<file path="config.mk">
export PLATFORM = sky130hd
export DESIGN_NAME = datapath_top
export DESIGN_NICKNAME = d
export VERILOG_FILES = /design/src/cpu_pkg.sv /design/src/stage_if.sv /design/src/reg_file.sv /design/src/decode_stage.sv /design/src/id_exe.sv /design/src/exe_stage.sv /design/src/datapath_top.sv
export VERILOG_INCLUDE_DIRS = /design/src
export SDC_FILE = /design/constraint.sdc
export NUM_CORES = 1
export LEC_CHECK = 0
export BUFFER_PORTS_ARGS = -buffer_cell sky130_fd_sc_hd__buf_4
export CAP_MARGIN = 20
export CELL_PAD_IN_SITES_DETAIL_PLACEMENT = 2
export CELL_PAD_IN_SITES_GLOBAL_PLACEMENT = 2
export CORE_MARGIN = 2
export CORE_UTILIZATION = 41
export DETAILED_ROUTE_END_ITERATION = 6
export GPL_TIMING_DRIVEN = 0
export PLACE_DENSITY_LB_ADDON = 0.1
export SYNTH_ARGS = -nofsm -noshare
export SYNTH_HDL_FRONTEND = slang
export SYNTH_SLANG_ARGS = --single-unit
</file>
<file path="constraint.sdc">
create_clock -name clk -period 5 [get_ports clk]
set_input_delay 0.25 -clock clk [delete_from_list [all_inputs] [get_ports clk]]
set_output_delay 0.25 -clock clk [all_outputs]
set_load 0.005 [all_outputs]
</file>
<file path="src/cpu_consts.svh">
`ifndef CPU_CONSTS_SVH
`define CPU_CONSTS_SVH

`define DATA_W      16
`define REG_ADDR_W  3
`define NUM_REGS    8

// Major opcodes in instr[15:11]
`define OP_ADDIU    5'b01001
`define OP_ADDIU3   5'b01000
`define OP_RRR      5'b11100
`define OP_LOGIC    5'b11101
`define OP_SHIFT    5'b00110
`define OP_LI       5'b01101
`define OP_MOVE     5'b01111
`define OP_NOP      5'b00001

`define FN_ADDU     2'b01
`define FN_SUBU     2'b11
`define FN_SLL      2'b00
`define FN_SRL      2'b10
`define FN_SRA      2'b11
`define FN_AND      5'b01100    // Low five bits of imm8
`define FN_OR       5'b01101
`define FN_SRAV     5'b00111
`define FN_MFPC     8'b01000000 // Whole imm8

`endif

</file>
<file path="src/cpu_pkg.sv">
`include "cpu_consts.svh"

package cpu_pkg;

	// Immediate format
	typedef struct packed {
		logic [4:0]             op;
		logic [`REG_ADDR_W-1:0] rx;
		logic [7:0]             imm8;
	} imm_fmt_t;

	// Register format
	typedef struct packed {
		logic [4:0]             op;
		logic [`REG_ADDR_W-1:0] rx;
		logic [`REG_ADDR_W-1:0] ry;
		logic [`REG_ADDR_W-1:0] rz; // Also shift amount
		logic [1:0]             fn;
	} reg_fmt_t;

	typedef union packed {
		imm_fmt_t imm_f;
		reg_fmt_t reg_f;
	} instr_t;

	typedef enum logic [2:0] {
		ALU_ADD,
		ALU_SUB,
		ALU_AND,
		ALU_OR,
		ALU_SLL,
		ALU_SRL,
		ALU_SRA,
		ALU_PASS
	} alu_op_e;

	// Second operand source
	typedef enum logic [2:0] {
		SRC_REG,
		SRC_SIMM8,
		SRC_SIMM4,
		SRC_SIMM5,
		SRC_ZIMM8,
		SRC_SHAMT3, // Zero encodes eight
		SRC_ZERO
	} opnd_src_e;

endpackage

</file>
<file path="src/stage_if.sv">
`timescale 1ns/1ps
`include "cpu_consts.svh"

// Decode to operand stage
interface dec_op_if;
	logic                   valid;
	cpu_pkg::instr_t        instr;
	logic [`DATA_W-1:0]     pc;
	logic [`DATA_W-1:0]     rval1;
	logic [`DATA_W-1:0]     rval2;
	logic [`REG_ADDR_W-1:0] src_a;   // Forwarding compare
	logic [`REG_ADDR_W-1:0] src_b;
	cpu_pkg::alu_op_e       alu_op;
	cpu_pkg::opnd_src_e     op2_src;
	logic                   op1_is_pc;
	logic                   wr_en;
	logic [`REG_ADDR_W-1:0] wr_addr;

	modport source (output valid, instr, pc, rval1, rval2, src_a, src_b,
		alu_op, op2_src, op1_is_pc, wr_en, wr_addr);
	modport sink (input valid, instr, pc, rval1, rval2, src_a, src_b,
		alu_op, op2_src, op1_is_pc, wr_en, wr_addr);
endinterface

// Operand to execute stage
interface op_ex_if;
	logic                   valid;
	logic [`DATA_W-1:0]     op1;
	logic [`DATA_W-1:0]     op2;
	cpu_pkg::alu_op_e       alu_op;
	logic                   wr_en;
	logic [`REG_ADDR_W-1:0] wr_addr;
	logic [`DATA_W-1:0]     alu_result; // Forward path back to operand

	modport source (output valid, op1, op2, alu_op, wr_en, wr_addr,
		input alu_result);
	modport sink (input valid, op1, op2, alu_op, wr_en, wr_addr,
		output alu_result);
endinterface

</file>
<file path="src/reg_file.sv">
`timescale 1ns/1ps
`include "cpu_consts.svh"

module reg_file (
	input  logic                   clk,
	input  logic                   rst_n,
	input  logic [`REG_ADDR_W-1:0] raddr1,
	input  logic [`REG_ADDR_W-1:0] raddr2,
	output logic [`DATA_W-1:0]     rdata1,
	output logic [`DATA_W-1:0]     rdata2,
	input  logic                   we,
	input  logic [`REG_ADDR_W-1:0] waddr,
	input  logic [`DATA_W-1:0]     wdata
);

	logic [`DATA_W-1:0] regs [`NUM_REGS];

	always_ff @(posedge clk or negedge rst_n) begin
		if (!rst_n) begin
			for (int i = 0; i < `NUM_REGS; i++) begin
				regs[i] <= '0;
			end
		end else if (we) begin
			regs[waddr] <= wdata;
		end
	end

	// Write-through so a same-cycle reader sees the new value
	assign rdata1 = (we && (waddr == raddr1)) ? wdata : regs[raddr1];
	assign rdata2 = (we && (waddr == raddr2)) ? wdata : regs[raddr2];

endmodule

</file>
<file path="src/decode_stage.sv">
`timescale 1ns/1ps
`include "cpu_consts.svh"

module decode_stage (
	input  logic                   clk,
	input  logic                   rst_n,
	input  logic                   instr_valid,
	input  logic [`DATA_W-1:0]     instr,
	input  logic [`DATA_W-1:0]     pc,
	input  logic                   hold,
	input  logic                   flush,
	output logic [`REG_ADDR_W-1:0] rf_raddr1,
	output logic [`REG_ADDR_W-1:0] rf_raddr2,
	input  logic [`DATA_W-1:0]     rf_rdata1,
	input  logic [`DATA_W-1:0]     rf_rdata2,
	dec_op_if.source               dec
);

	logic               valid_q;
	cpu_pkg::instr_t    instr_q;
	logic [`DATA_W-1:0] pc_q;

	always_ff @(posedge clk or negedge rst_n) begin
		if (!rst_n) begin
			valid_q <= 1'b0;
		end else if (flush) begin
			valid_q <= 1'b0; // Incoming word dropped too
		end else if (!hold) begin
			valid_q <= instr_valid;
		end
	end

	always_ff @(posedge clk) begin
		if (!hold) begin
			instr_q <= instr;
			pc_q    <= pc;
		end
	end

	////////////////////////////////////////
	// Opcode classification
	////////////////////////////////////////
	always_comb begin
		dec.src_a     = instr_q.reg_f.rx;
		dec.src_b     = instr_q.reg_f.ry;
		dec.wr_addr   = instr_q.reg_f.rx;
		dec.alu_op    = cpu_pkg::ALU_ADD;
		dec.op2_src   = cpu_pkg::SRC_REG;
		dec.op1_is_pc = 1'b0;
		dec.wr_en     = 1'b0; // Unknown opcodes fall out as NOP
		case (instr_q.imm_f.op)
			`OP_ADDIU: begin
				dec.op2_src = cpu_pkg::SRC_SIMM8;
				dec.wr_en   = 1'b1;
			end
			`OP_ADDIU3: begin
				dec.op2_src = cpu_pkg::SRC_SIMM4;
				dec.wr_addr = instr_q.reg_f.ry;
				dec.wr_en   = 1'b1;
			end
			`OP_RRR: begin
				dec.wr_addr = instr_q.reg_f.rz;
				dec.alu_op  = (instr_q.reg_f.fn == `FN_SUBU) ? cpu_pkg::ALU_SUB : cpu_pkg::ALU_ADD;
				dec.wr_en   = (instr_q.reg_f.fn == `FN_ADDU) || (instr_q.reg_f.fn == `FN_SUBU);
			end
			`OP_LOGIC: begin
				if (instr_q.imm_f.imm8 == `FN_MFPC) begin
					dec.op1_is_pc = 1'b1;
					dec.alu_op    = cpu_pkg::ALU_PASS;
					dec.wr_en     = 1'b1;
				end else begin
					case (instr_q.imm_f.imm8[4:0])
						`FN_AND: begin
							dec.alu_op = cpu_pkg::ALU_AND;
							dec.wr_en  = 1'b1;
						end
						`FN_OR: begin
							dec.alu_op = cpu_pkg::ALU_OR;
							dec.wr_en  = 1'b1;
						end
						`FN_SRAV: begin
							dec.src_a  = instr_q.reg_f.ry; // Value from ry, amount from rx
							dec.src_b  = instr_q.reg_f.rx;
							dec.alu_op = cpu_pkg::ALU_SRA;
							dec.wr_en  = 1'b1;
						end
						default: dec.wr_en = 1'b0;
					endcase
				end
			end
			`OP_SHIFT: begin
				dec.src_a   = instr_q.reg_f.ry;
				dec.op2_src = cpu_pkg::SRC_SHAMT3;
				dec.wr_en   = 1'b1;
				case (instr_q.reg_f.fn)
					`FN_SLL: dec.alu_op = cpu_pkg::ALU_SLL;
					`FN_SRL: dec.alu_op = cpu_pkg::ALU_SRL;
					`FN_SRA: dec.alu_op = cpu_pkg::ALU_SRA;
					default: dec.wr_en  = 1'b0;
				endcase
			end
			`OP_LI: begin
				dec.op2_src = cpu_pkg::SRC_ZIMM8;
				dec.wr_en   = 1'b1;
			end
			`OP_MOVE: begin
				dec.src_a   = instr_q.reg_f.ry;
				dec.op2_src = cpu_pkg::SRC_ZERO;
				dec.wr_en   = (instr_q.imm_f.imm8[4:0] == 5'b00000);
			end
			`OP_NOP: dec.wr_en = 1'b0;
			default: dec.wr_en = 1'b0;
		endcase
	end

	// Addresses come from the held word so reads refresh under hold
	assign rf_raddr1 = dec.src_a;
	assign rf_raddr2 = dec.src_b;

	assign dec.valid = valid_q;
	assign dec.instr = instr_q;
	assign dec.pc    = pc_q;
	assign dec.rval1 = rf_rdata1;
	assign dec.rval2 = rf_rdata2;

endmodule

</file>
<file path="src/id_exe.sv">
`timescale 1ns/1ps
`include "cpu_consts.svh"

module id_exe (
	input  logic                   clk,
	input  logic                   rst_n,
	input  logic                   hold,
	input  logic                   flush,
	dec_op_if.sink                 dec,
	op_ex_if.source                ex,
	input  logic                   wb_valid,
	input  logic [`REG_ADDR_W-1:0] wb_addr,
	input  logic [`DATA_W-1:0]     wb_data
);

	logic [`DATA_W-1:0]     fwd_a;
	logic [`DATA_W-1:0]     fwd_b;
	logic [`DATA_W-1:0]     op1_d;
	logic [`DATA_W-1:0]     op2_d;
	logic [7:0]             imm8;
	logic [`REG_ADDR_W-1:0] shamt;

	////////////////////////////////////////
	// Forwarding
	////////////////////////////////////////
	assign fwd_a = (ex.valid && ex.wr_en && (ex.wr_addr == dec.src_a)) ? ex.alu_result :
		(wb_valid && (wb_addr == dec.src_a)) ? wb_data : dec.rval1;
	assign fwd_b = (ex.valid && ex.wr_en && (ex.wr_addr == dec.src_b)) ? ex.alu_result :
		(wb_valid && (wb_addr == dec.src_b)) ? wb_data : dec.rval2;

	assign imm8  = dec.instr.imm_f.imm8;
	assign shamt = dec.instr.reg_f.rz;

	always_comb begin
		if (dec.op1_is_pc) begin
			op1_d = dec.pc + 1'b1; // MFPC
		end else if (dec.op2_src == cpu_pkg::SRC_ZIMM8) begin
			op1_d = '0; // LI has no register operand
		end else begin
			op1_d = fwd_a;
		end
	end

	always_comb begin
		case (dec.op2_src)
			cpu_pkg::SRC_REG:    op2_d = fwd_b;
			cpu_pkg::SRC_SIMM8:  op2_d = {{(`DATA_W-8){imm8[7]}}, imm8};
			cpu_pkg::SRC_SIMM4:  op2_d = {{(`DATA_W-4){imm8[3]}}, imm8[3:0]};
			cpu_pkg::SRC_SIMM5:  op2_d = {{(`DATA_W-5){imm8[4]}}, imm8[4:0]};
			cpu_pkg::SRC_ZIMM8:  op2_d = {{(`DATA_W-8){1'b0}}, imm8};
			cpu_pkg::SRC_SHAMT3: begin
				op2_d = (shamt == '0) ? `DATA_W'(8) : {{(`DATA_W-3){1'b0}}, shamt};
			end
			default:             op2_d = '0;
		endcase
	end

	////////////////////////////////////////
	// Pipeline register
	////////////////////////////////////////
	always_ff @(posedge clk or negedge rst_n) begin
		if (!rst_n) begin
			ex.valid <= 1'b0;
		end else if (flush) begin
			ex.valid <= 1'b0; // Flush wins over hold
		end else if (!hold) begin
			ex.valid <= dec.valid;
		end
	end

	always_ff @(posedge clk) begin
		if (!hold) begin
			ex.op1     <= op1_d;
			ex.op2     <= op2_d;
			ex.alu_op  <= dec.alu_op;
			ex.wr_en   <= dec.wr_en;
			ex.wr_addr <= dec.wr_addr;
		end
	end

endmodule

</file>
<file path="src/exe_stage.sv">
`timescale 1ns/1ps
`include "cpu_consts.svh"

module exe_stage (
	input  logic                   clk,
	input  logic                   rst_n,
	input  logic                   hold,
	op_ex_if.sink                  ex,
	output logic                   wb_valid,
	output logic [`REG_ADDR_W-1:0] wb_addr,
	output logic [`DATA_W-1:0]     wb_data
);

	logic [`DATA_W-1:0] result;
	logic [3:0]         shamt;

	assign shamt = ex.op2[3:0];

	always_comb begin
		case (ex.alu_op)
			cpu_pkg::ALU_ADD: result = ex.op1 + ex.op2;
			cpu_pkg::ALU_SUB: result = ex.op1 - ex.op2;
			cpu_pkg::ALU_AND: result = ex.op1 & ex.op2;
			cpu_pkg::ALU_OR:  result = ex.op1 | ex.op2;
			cpu_pkg::ALU_SLL: result = ex.op1 << shamt;
			cpu_pkg::ALU_SRL: result = ex.op1 >> shamt;
			cpu_pkg::ALU_SRA: result = $signed(ex.op1) >>> shamt;
			default:          result = ex.op1; // Pass
		endcase
	end

	assign ex.alu_result = result;

	// Hold inserts a bubble here while the operand item waits
	always_ff @(posedge clk or negedge rst_n) begin
		if (!rst_n) begin
			wb_valid <= 1'b0;
		end else begin
			wb_valid <= ex.valid && ex.wr_en && !hold;
		end
	end

	always_ff @(posedge clk) begin
		wb_addr <= ex.wr_addr;
		wb_data <= result;
	end

endmodule

</file>
<file path="src/datapath_top.sv">
`timescale 1ns/1ps
`include "cpu_consts.svh"

module datapath_top (
	input  logic                   clk,
	input  logic                   rst_n,
	input  logic                   instr_valid,
	input  logic [`DATA_W-1:0]     instr,
	input  logic [`DATA_W-1:0]     pc,
	input  logic                   hold,
	input  logic                   flush,
	output logic                   wb_valid,
	output logic [`REG_ADDR_W-1:0] wb_addr,
	output logic [`DATA_W-1:0]     wb_data
);

	logic [`REG_ADDR_W-1:0] rf_raddr1;
	logic [`REG_ADDR_W-1:0] rf_raddr2;
	logic [`DATA_W-1:0]     rf_rdata1;
	logic [`DATA_W-1:0]     rf_rdata2;

	dec_op_if dec_op ();
	op_ex_if  op_ex ();

	reg_file reg_file_i (
		.clk    (clk),
		.rst_n  (rst_n),
		.raddr1 (rf_raddr1),
		.raddr2 (rf_raddr2),
		.rdata1 (rf_rdata1),
		.rdata2 (rf_rdata2),
		.we     (wb_valid),
		.waddr  (wb_addr),
		.wdata  (wb_data)
	);

	decode_stage decode_stage_i (
		.clk         (clk),
		.rst_n       (rst_n),
		.instr_valid (instr_valid),
		.instr       (instr),
		.pc          (pc),
		.hold        (hold),
		.flush       (flush),
		.rf_raddr1   (rf_raddr1),
		.rf_raddr2   (rf_raddr2),
		.rf_rdata1   (rf_rdata1),
		.rf_rdata2   (rf_rdata2),
		.dec         (dec_op.source)
	);

	id_exe id_exe_i (
		.clk      (clk),
		.rst_n    (rst_n),
		.hold     (hold),
		.flush    (flush),
		.dec      (dec_op.sink),
		.ex       (op_ex.source),
		.wb_valid (wb_valid),
		.wb_addr  (wb_addr),
		.wb_data  (wb_data)
	);

	exe_stage exe_stage_i (
		.clk      (clk),
		.rst_n    (rst_n),
		.hold     (hold),
		.ex       (op_ex.sink),
		.wb_valid (wb_valid),
		.wb_addr  (wb_addr),
		.wb_data  (wb_data)
	);

endmodule

</file>
==> results.toml, run 1 <==
[run_status]
outcome = "finished, final reports clean"

[place]
gp_congestion = 0.9389
place_area_um2 = 15850
port-buffer-count = 56
dpl.hpwl_mm = 48.35

[power]
power.switching_mw = 2.101
combPwrFrac_pct = 29.2
p_total_mw = 6.005
power.leakage_nw = 7.144
peakVddDrop_mv = 0.3567
pwr-share-seq_pct = 36.8
p_int_mw = 3.903
p_sw_share_pct = 35.00
p_clk_share_pct = 34.0
power_density_nw_per_um2 = 350.6

[clock_tree]
cts_tree = "done"
cts_buffers = 24
htreeDepth = 1
clk_path_buf_depth = 3
cts_sinks = 221
clock_latency_ps = 540
cts-root-buf = "clkbuf_16"
post_cts_buffers = 0
clk_pin_slew_worst_paths_ps = 70

[yosys]
synth_seq_cells = 221
synth_top_area_share_pct = 22.19
synth_area_um2 = 14770
yosys.area.top_type = "dfrtp_1"
syn_nets = 1544
synth_xor_area_share_pct = 3.177
synthDistinctLibCells = 92
synth_async_sr_flop_share_pct = 59.28
synth_fa_ha_area_share_pct = 2.440
synth_top_family_by_area = "multiplexers"
synth_compound_area_share_pct = 15.14
muxShareOfSynthArea_pct = 20.67
synth_edf_count = 71
synth-simple-area-share_pct = 15.19
yosysSeqAreaShare_pct = 39.20
synth_ff_type = "dfrtp_1"
ys_warn_count = 0
avgSynthCellArea_um2 = 9.940
syn_inst = 1486
synth_area_leaders = "dfrtp_1, edfxtp_1, mux2_2, mux2i_1, nand2_1"

[detailed_routing]
final_antenna_net_count = 0
drt_first_pass_iters = 5
vias = 13470
detail_route.wl_per_cell_um = 32.52
drc = 0
drt-total-wl_mm = 68.01
viasPerCell = 6.444
drt_iter0_drc = 990

[critical_path]
worstPathRequired_ps = 5250
worstSetupStartpointType = "flop"
crit_type = "reg -> reg"
slowest_delay_ps = 530
crit_chain = "clkbuf_1 > buf_1 > nand2_1 > nor2_1 > a21oi_1 > fa_1 > a211oi_1 > o21bai_1 > a21oi_1 > xnor2_1 > o21ai_0 > o21ai_1 > a222oi_1 > o21ai_1"
crit_fanout = 10
cp.buffers_inverters = 2
cp.arrival_ps = 4970
cp-end-kind = "flop"
critPathSlowestCell = "buf_1"
crit_family = "compound AO/OA/AOI/OAI gates"

[grt]
grt_pass1_wl_mm = 100.5
antenna_found_initial = 1
gr-total-overflow = 0
grt_max_degree = 77
grt_pass1_vias = 14940
grt.total_usage_pct = 35.68

[cells_and_area]
final_area_um2 = 17130
nets = 1668
drive_gt1_share_pct = 22.48
mostFrequentLayoutCells = "mux2_2, nand2_1, dfrtp_1"
area_growth_pct = 15.94
nFillCells = 3674
final_common_cell = "mux2_2"

[die]
core_area_um2 = 35480
row_count = 69
dieWidth_um = 193.8
die_y_um = 193.8
die-area_um2 = 37560
start_util_pct = 41.63
ios = 57

[sta]
holdWs_ps = 23.03
rsz0062_at_grt = "no"
setup_viol = 0
tightest_slew_ps = 1153
period_share_pct = 94.31
finClkSkew_ps = 19.76
slew_headroom_pct = 23.16
tns_ps = 0
drv_slew = 0
finalWorstPathRequiredPeriod_ps = 4716
final_hold_viol_count = 0
max_freq_ghz = 0.2121

[worst_hold_path]
hp-class = "in -> reg"

[run]
max_cap_violations = 0
sequential cells by signal, summed over array words and instances, names as in the netlist, 3 cells and up:
signal and count:
decode_stage_i.dec.instr 16, decode_stage_i.dec.pc 16, exe_stage_i.wb_addr 3, exe_stage_i.wb_data 16, id_exe_i.ex.alu_op 3, id_exe_i.ex.op1 16, id_exe_i.ex.op2 16, id_exe_i.ex.wr_addr 3
reg_file_i.regs 128
worst min-delay path, cell delays in order:
cell and delay [ps]:
buf_4 80, mux2i_1 80, nor2_1 90
power groups by stage:
stage | Combinational, mW | Sequential, mW | Clock (mW)
final | 1.75 | 2.21 | 2.04
after global placement | 1.62 | 2.22 | 0
after floorplan | 1.00 | 2.16 | 0
after detailed placement | 1.66 | 2.23 | 0
after CTS | 1.71 | 2.20 | 2.04
after global routing | 1.86 | 2.22 | 2.11
final timing paths:
check,start,end,slack (ps),cells after the start
setup / recovery,id_exe_i.ex.alu_op[0]$_SDFFCE_PN0N_,id_exe_i.ex.op2[6]$_SDFFCE_PN0N_,280,14
hold / removal,instr_valid,decode_stage_i.dec.valid$_DFFE_PN0P_,20,3
setup reg to reg,id_exe_i.ex.alu_op[0]$_SDFFCE_PN0N_,id_exe_i.ex.op2[6]$_SDFFCE_PN0N_,280,14
hold reg to reg,id_exe_i.ex.wr_addr[2]$_DFFE_PN_,exe_stage_i.wb_addr[2]$_DFF_P_,480,0
max in group asynchronous,rst_n,reg_file_i.regs[49]$_DFFE_PN0P_,3910,3
min in group asynchronous,rst_n,reg_file_i.regs[72]$_DFFE_PN0P_,260,2
cell usage after synthesis (all sizes together), types with 20 or more instances:
master / instances
nand2: 159
mux2i: 63
a22oi: 21
nor2: 118
ha: 20
mux2: 166
o21ai: 73
dfrtp: 131
nand3: 43
a21oi: 67
edfxtp: 71
a211oi: 40
buf: 59
mux4: 24
xnor2: 32
and3: 20
clkbuf: 64
metrics by stage:
step | cells | worst slack (ps) | util (%)
after floorplan | 1486 | 1100 | -
after global placement | 2003 | -301.2 | 44.44
after detailed placement | 2009 | -344.3 | 44.66
after CTS | 2088 | 37.01 | 48.16
after global routing | 2089 | 31.03 | 48.25
final | 2091 | 284.4 | 48.26
per-layer routing:
| layer | up-vias | track usage [%] | wire (um) |
|---|---|---|---|
| li1 | 5794 | - | - |
| met1 | 6962 | 42.79 | 26720 |
| met2 | 525 | 61.93 | 33650 |
| met3 | 193 | 3.931 | 3230 |
| met4 | 0 | 21.03 | 4403 |
| met5 | - | 0 | 0 |
cells by family (layout without fill, tap and decap cells):
| group | after synthesis | after routing |
|---|---|---|
| XOR/XNOR | 51 | 51 |
| buffers and inverters | 144 | 286 |
| flip-flops | 221 | 221 |
| multiplexers | 253 | 253 |
| adder cells (fa/ha/maj) | 30 | 30 |
| other | 0 | 2 |
| AND/OR/NAND/NOR | 459 | 459 |
| AO/OA/AOI/OAI | 328 | 328 |
layout make-up:
class	count	area [um2]	share of cell area [%]
Clock buffer	30	664.4	3.880
Sequential cell	221	5791	33.81
Timing Repair Buffer	98	857.1	5.005
Clock inverter	14	217.7	1.271
Inverter	21	78.83	0.4603
Multi-Input combinational cell	1121	8388	48.98
Antenna cell	2	5.005	0.02922
Tap cell	461	576.8	3.368
Buffer	123	546.8	3.193
timing repair:
item,4_1_cts,5_1_grt
hold buffers,35,0
gates resized for setup,3,8
pin swaps,0,1
hold endpoints to repair,90,0
setup endpoints to repair,7,12
No activity file was read; power rests on OpenSTA's default activity.
==> run 2, diff against run 1 <==
--- a/config.mk
+++ b/config.mk
@@ -10,7 +10,6 @@
 export CAP_MARGIN = 20
 export CELL_PAD_IN_SITES_DETAIL_PLACEMENT = 2
 export CELL_PAD_IN_SITES_GLOBAL_PLACEMENT = 2
-export CORE_MARGIN = 2
 export CORE_UTILIZATION = 41
 export DETAILED_ROUTE_END_ITERATION = 6
 export GPL_TIMING_DRIVEN = 0
==> results.toml, run 2 (synthesis results as in run 1) <==
[clock_tree]
cts_tree = "done"
clk_path_buf_depth = 3
post_cts_buffers = 0
cts_buffers = 25
cts-root-buf = "clkbuf_16"
clk_pin_slew_worst_paths_ps = 70
htreeDepth = 1
cts_sinks = 221
clock_latency_ps = 540

[die]
die_y_um = 191.8
row_count = 69
ios = 57
die-area_um2 = 36790
start_util_pct = 41.63
core_area_um2 = 35480
dieWidth_um = 191.8

[detailed_routing]
drt-total-wl_mm = 67.39
vias = 13510
viasPerCell = 6.457
drc = 0
drt_iter0_drc = 845
final_antenna_net_count = 0
drt_first_pass_iters = 5
detail_route.wl_per_cell_um = 32.20

[run]
max_cap_violations = 0

[sta]
finClkSkew_ps = 11.38
period_share_pct = 96.34
setup_viol = 0
final_hold_viol_count = 0
max_freq_ghz = 0.2076
tightest_slew_ps = 983.9
finalWorstPathRequiredPeriod_ps = 4817
setup_slack_ps = 183.2
rsz0062_at_grt = "no"
drv_slew = 0
slew_headroom_pct = 33.97

[cells_and_area]
mostFrequentLayoutCells = "mux2_2, nand2_1, dfrtp_1"
nFillCells = 3669
nets = 1672
diodes = 0
regMostFlops = "reg_file_i.regs"
final_common_cell = "mux2_2"
drive_gt1_share_pct = 22.49
area_growth_pct = 15.88
final_core_util_pct = 48.24
largest_register_ffs = 128

[place]
gp_congestion = 0.9353
dpl.hpwl_mm = 47.96
port-buffer-count = 56
pre_cts_slack_ps = -529.3

[power]
power.leakage_nw = 7.133
peakVddDrop_mv = 0.2884
power_density_nw_per_um2 = 345.0

[grt]
antenna_found_initial = 0
grt.total_usage_pct = 37.09
grt_max_degree = 99
grt_pass1_wl_mm = 99.24
grt_pass1_vias = 14810
gr-total-overflow = 0

[critical_path]
worstSetupStartpointType = "flop"
crit_family = "compound AO/OA/AOI/OAI gates"
crit_type = "reg -> reg"
cp.buffers_inverters = 2
crit_fanout = 10
cp.arrival_ps = 5070
crit_chain = "clkbuf_1 > buf_1 > nand2_1 > nor2_1 > a21oi_1 > fa_1 > a211oi_1 > o21bai_1 > a21oi_1 > xnor2_1 > o21ai_0 > o21ai_1 > a222oi_1 > o21ai_1"
worstPathRequired_ps = 5260
slowest_delay_ps = 530
critPathSlowestCell = "buf_1"
cp-end-kind = "flop"

[run_status]
outcome = "finished, final reports clean"

[worst_hold_path]
hp-class = "in -> async"
## run 2: changes by cell type in the layout (fill, tap and decap cells not counted), sizes merged
cell,previous run,this run
buf,119,122
dlygate4sd3,35,36
clkinv,10,7
clkinvlp,0,1
bufinv,6,2
clkbuf,97,103
diode,2,0
## run 2: metrics by stage
| stage | cell area, um2 | total power, mW | hold slack [ps] | setup TNS, ps | std cells |
|---|---|---|---|---|---|
| 4_1_cts | 17080 | 5.836 | 198.7 | 0 | 2090 |
| 6_report | 17120 | 5.906 | 183.9 | 0 | 2093 |
| 2_1_floorplan | 14770 | 3.160 | -45.59 | 0 | 1486 |
| 3_3_place_gp | 15770 | 3.820 | 410.8 | -1208 | 2003 |
| 3_5_place_dp | 15840 | 3.887 | 175.8 | -1474 | 2009 |
| 5_1_grt | 17120 | 6.064 | 226.8 | 0 | 2093 |
## run 2: timing repair
| action | 4_1_cts | 5_1_grt |
|---|---|---|
| hold buffers | 36 | 0 |
| endpoints found under the setup margin | 6 | 11 |
| gates resized for setup | 5 | 5 |
| endpoints found under the hold margin | 68 | 0 |
## run 2: worst paths after layout
path | start | endpoint | slack [ps] | depth (start not counted)
max | id_exe_i.ex.alu_op[0]$_SDFFCE_PN0N_ | id_exe_i.ex.op2[6]$_SDFFCE_PN0N_ | 180 | 14
min | rst_n | reg_file_i.regs[73]$_DFFE_PN0P_ | 180 | 2
max reg2reg | id_exe_i.ex.alu_op[0]$_SDFFCE_PN0N_ | id_exe_i.ex.op2[6]$_SDFFCE_PN0N_ | 180 | 14
min reg2reg | id_exe_i.ex.wr_addr[1]$_DFFE_PN_ | exe_stage_i.wb_addr[1]$_DFF_P_ | 470 | 0
max in group asynchronous | rst_n | exe_stage_i.wb_valid$_DFF_PN0_ | 3980 | 3
min in group clk | pc[15] | decode_stage_i.dec.pc[15]$_DFFE_PN_ | 430 | 2
## run 2: cell type report
type / instances / area [um2] / share of cell area (%)
timing repair buffer: 101 / 884.6 / 5.168
clock buffer: 37 / 742.0 / 4.335
tap: 461 / 576.8 / 3.370
multi-input combinational: 1121 / 8397 / 49.06
clock inverter: 8 / 103.9 / 0.6067
inverter: 21 / 78.83 / 0.4605
buffer: 123 / 543.0 / 3.173
sequential: 221 / 5791 / 33.83
## run 2: layer usage
metal  vias to the layer above  share of wire (%)  wire (um)  global-route usage [%]
li1                       5805                  -          -                       -
met1                      7093                 40      27150                   44.66
met3                       173                4.4       2947                   3.965
met5                         -                  0          0                       0
met2                       443                 49      33320                   64.01
met4                         0                5.9       3972                   21.70
## run 2: where the power goes
part / leakage, nW / internal, mW / switching [mW]
combinational: 4.03 / 0.627 / 1.13
clock: 0.412 / 1.13 / 0.808
sequential: 2.69 / 2.03 / 0.178
==> run 3, diff against run 2 <==
--- a/config.mk
+++ b/config.mk
@@ -6,13 +6,14 @@
 export SDC_FILE = /design/constraint.sdc
 export NUM_CORES = 1
 export LEC_CHECK = 0
-export BUFFER_PORTS_ARGS = -buffer_cell sky130_fd_sc_hd__buf_4
 export CAP_MARGIN = 20
 export CELL_PAD_IN_SITES_DETAIL_PLACEMENT = 2
 export CELL_PAD_IN_SITES_GLOBAL_PLACEMENT = 2
 export CORE_UTILIZATION = 41
 export DETAILED_ROUTE_END_ITERATION = 6
+export DONT_BUFFER_PORTS = 1
 export GPL_TIMING_DRIVEN = 0
+export MAX_ROUTING_LAYER = met4
 export PLACE_DENSITY_LB_ADDON = 0.1
 export SYNTH_ARGS = -nofsm -noshare
 export SYNTH_HDL_FRONTEND = slang
==> results.toml, run 3 (synthesis results as in run 1) <==
[clock_tree]
clk_pin_slew_worst_paths_ps = 70
clock_latency_ps = 540
cts_buffers = 25
cts_sinks = 221
clk_path_buf_depth = 3
cts_tree = "done"
htreeDepth = 1
post_cts_buffers = 0
cts-root-buf = "clkbuf_16"

[critical_path]
cp.arrival_ps = 5140
r2r_cells = 15
regToRegSetupSlack_ps = 90
reg2reg_from = "id_exe_i.ex.alu_op[2]$_SDFFCE_PN0N_"
crit_fanout = 10
crit_type = "reg -> reg"
cp-end-kind = "flop"
worstReg2RegEnd = "id_exe_i.ex.op2[4]$_SDFFCE_PN0N_"
worstSetupStartpointType = "flop"
worstPathRequired_ps = 5230

[detailed_routing]
drt_iter0_drc = 794
vias = 13290
viasPerCell = 6.523
drt-total-wl_mm = 65.34
final_antenna_net_count = 0
drc = 0
detail_route.wl_per_cell_um = 32.06
drt_first_pass_iters = 5

[worst_hold_path]
hold_depth = 1
holdPathEnd = "decode_stage_i.dec.instr[9]$_DFFE_PN_"
min_from = "hold"
hp-class = "in -> reg"

[power]
p_sw_share_pct = 35.72
power.leakage_nw = 6.864
power.switching_mw = 2.077
peakVddDrop_mv = 0.3931
pwr-share-seq_pct = 38.2
p_int_mw = 3.737
combPwrFrac_pct = 28.3
p_total_mw = 5.814
p_clk_share_pct = 33.5
power_density_nw_per_um2 = 348.4

[die]
ios = 57
die_y_um = 191.8
start_util_pct = 41.63
core_area_um2 = 35480
dieWidth_um = 191.8
die-area_um2 = 36790
row_count = 69

[sta]
max_freq_ghz = 0.2037
finClkSkew_ps = 12.43
setup_slack_ps = 90.20
finalWorstPathRequiredPeriod_ps = 4910
tns_ps = 0
rsz0062_at_grt = "no"
drv_slew = 0
final_hold_viol_count = 0
setup_viol = 0
slew_headroom_pct = 19.90
period_share_pct = 98.20
tightest_slew_ps = 1201

[place]
gp_congestion = 0.9660
pre_cts_slack_ps = -392.4
dpl.hpwl_mm = 47.28
port-buffer-count = 0

[cells_and_area]
drive_gt1_share_pct = 19.61
nets = 1616
largest_register_ffs = 128
nFillCells = 3663
mostFrequentLayoutCells = "mux2_2, nand2_1, dfrtp_1"
multi_input_area_um2 = 8379
final_common_cell = "mux2_2"
regMostFlops = "reg_file_i.regs"
seq_area_um2 = 5791
area_growth_pct = 12.98

[grt]
grt_pass1_wl_mm = 96.89
gr-total-overflow = 0
grt.total_usage_pct = 37.27
grt_max_degree = 132
antenna_found_initial = 0
grt_pass1_vias = 14340

[run_status]
outcome = "finished, final reports clean"

[run]
max_cap_violations = 0
-- run 3: cell types whose count changed in the layout (fill, tap and decap cells not counted), moves of 2 or more --
cell / previous run / this run
buf_2: 42 / 39
buf_4: 60 / 8
buf_6: 5 / 2
clkbuf_8: 5 / 3
clkinv_1: 2 / 4
clkinv_2: 2 / 4
clkinv_4: 3 / 0
-- run 3: worst max-delay path by stage --
stage                                              endpoint  cells after the start  slack [ps]                                 from
after floorplan           id_exe_i.ex.op2[13]$_SDFFCE_PN0N_                     15        1100     id_exe_i.ex.op2[0]$_SDFFCE_PN0N_
after global placement    id_exe_i.ex.op2[15]$_SDFFCE_PN0N_                     15        -360  id_exe_i.ex.alu_op[2]$_SDFFCE_PN0N_
after detailed placement  id_exe_i.ex.op2[15]$_SDFFCE_PN0N_                     15        -390  id_exe_i.ex.alu_op[2]$_SDFFCE_PN0N_
after CTS                 id_exe_i.ex.op2[13]$_SDFFCE_PN0N_                     15          80     id_exe_i.ex.op2[0]$_SDFFCE_PN0N_
after global routing       id_exe_i.ex.op2[4]$_SDFFCE_PN0N_                     16          20     id_exe_i.ex.op2[0]$_SDFFCE_PN0N_
final                      id_exe_i.ex.op2[4]$_SDFFCE_PN0N_                     15          90  id_exe_i.ex.alu_op[2]$_SDFFCE_PN0N_
-- run 3: what timing repair did --
action                                  in CTS  in global routing
pin swaps                                    1                  1
hold buffers                                38                  0
endpoints found under the setup margin       9                  8
hold endpoints to repair                   166                  0
resized for setup                            5                  5
-- run 3: worst max-delay path: stages, from the launching register on --
cell	delay (ps)
edfxtp_1	460
clkbuf_2	310
buf_1	350
nor2_2	380
nand2_1	280
nor2_1	160
a21oi_1	80
fa_1	450
a21o_1	210
a21oi_1	170
xor2_1	200
o21ai_0	200
a22oi_1	340
inv_1	200
a222oi_1	600
o21ai_1	210
-- run 3: final cells by class --
class / count / share of cell area [%]
antenna: 1 / 0.01500
timing repair buffer: 45 / 2.804
inverter: 21 / 0.4724
tap: 461 / 3.457
clock buffer: 34 / 4.259
multi-input combinational: 1121 / 50.21
sequential: 221 / 34.70
clock inverter: 11 / 0.8023
buffer: 123 / 3.277
-- run 3: metrics by stage --
stage	util [%]	hold WS, ps	instance area (um2)	cells
after floorplan	-	-45.59	14770	1486
after global placement	43.25	-33.55	15350	1947
after detailed placement	43.44	-34.34	15410	1953
after CTS	46.98	202.8	16670	2036
after global routing	47.02	226.4	16680	2037
final	47.03	208.0	16690	2038
-- run 3: per-layer routing --
| layer | vias up | track usage, % | share of wire, % |
|---|---|---|---|
| met4 | 0 | 18.04 | 5.5 |
| met1 | 6956 | 44.32 | 40 |
| li1 | 5689 | - | - |
| met2 | 475 | 63.29 | 50 |
| met3 | 174 | 3.490 | 4.8 |
| met5 | - | - | 0 |
-- run 3: power by group through the flow --
stage	combinational, mW	clock (mW)	sequential, mW
finish	1.64	1.95	2.22
global route	1.73	2.02	2.23
CTS	1.61	1.95	2.21
detailed placement	1.54	0	2.25
global placement	1.50	0	2.24
floorplan	1.00	0	2.16
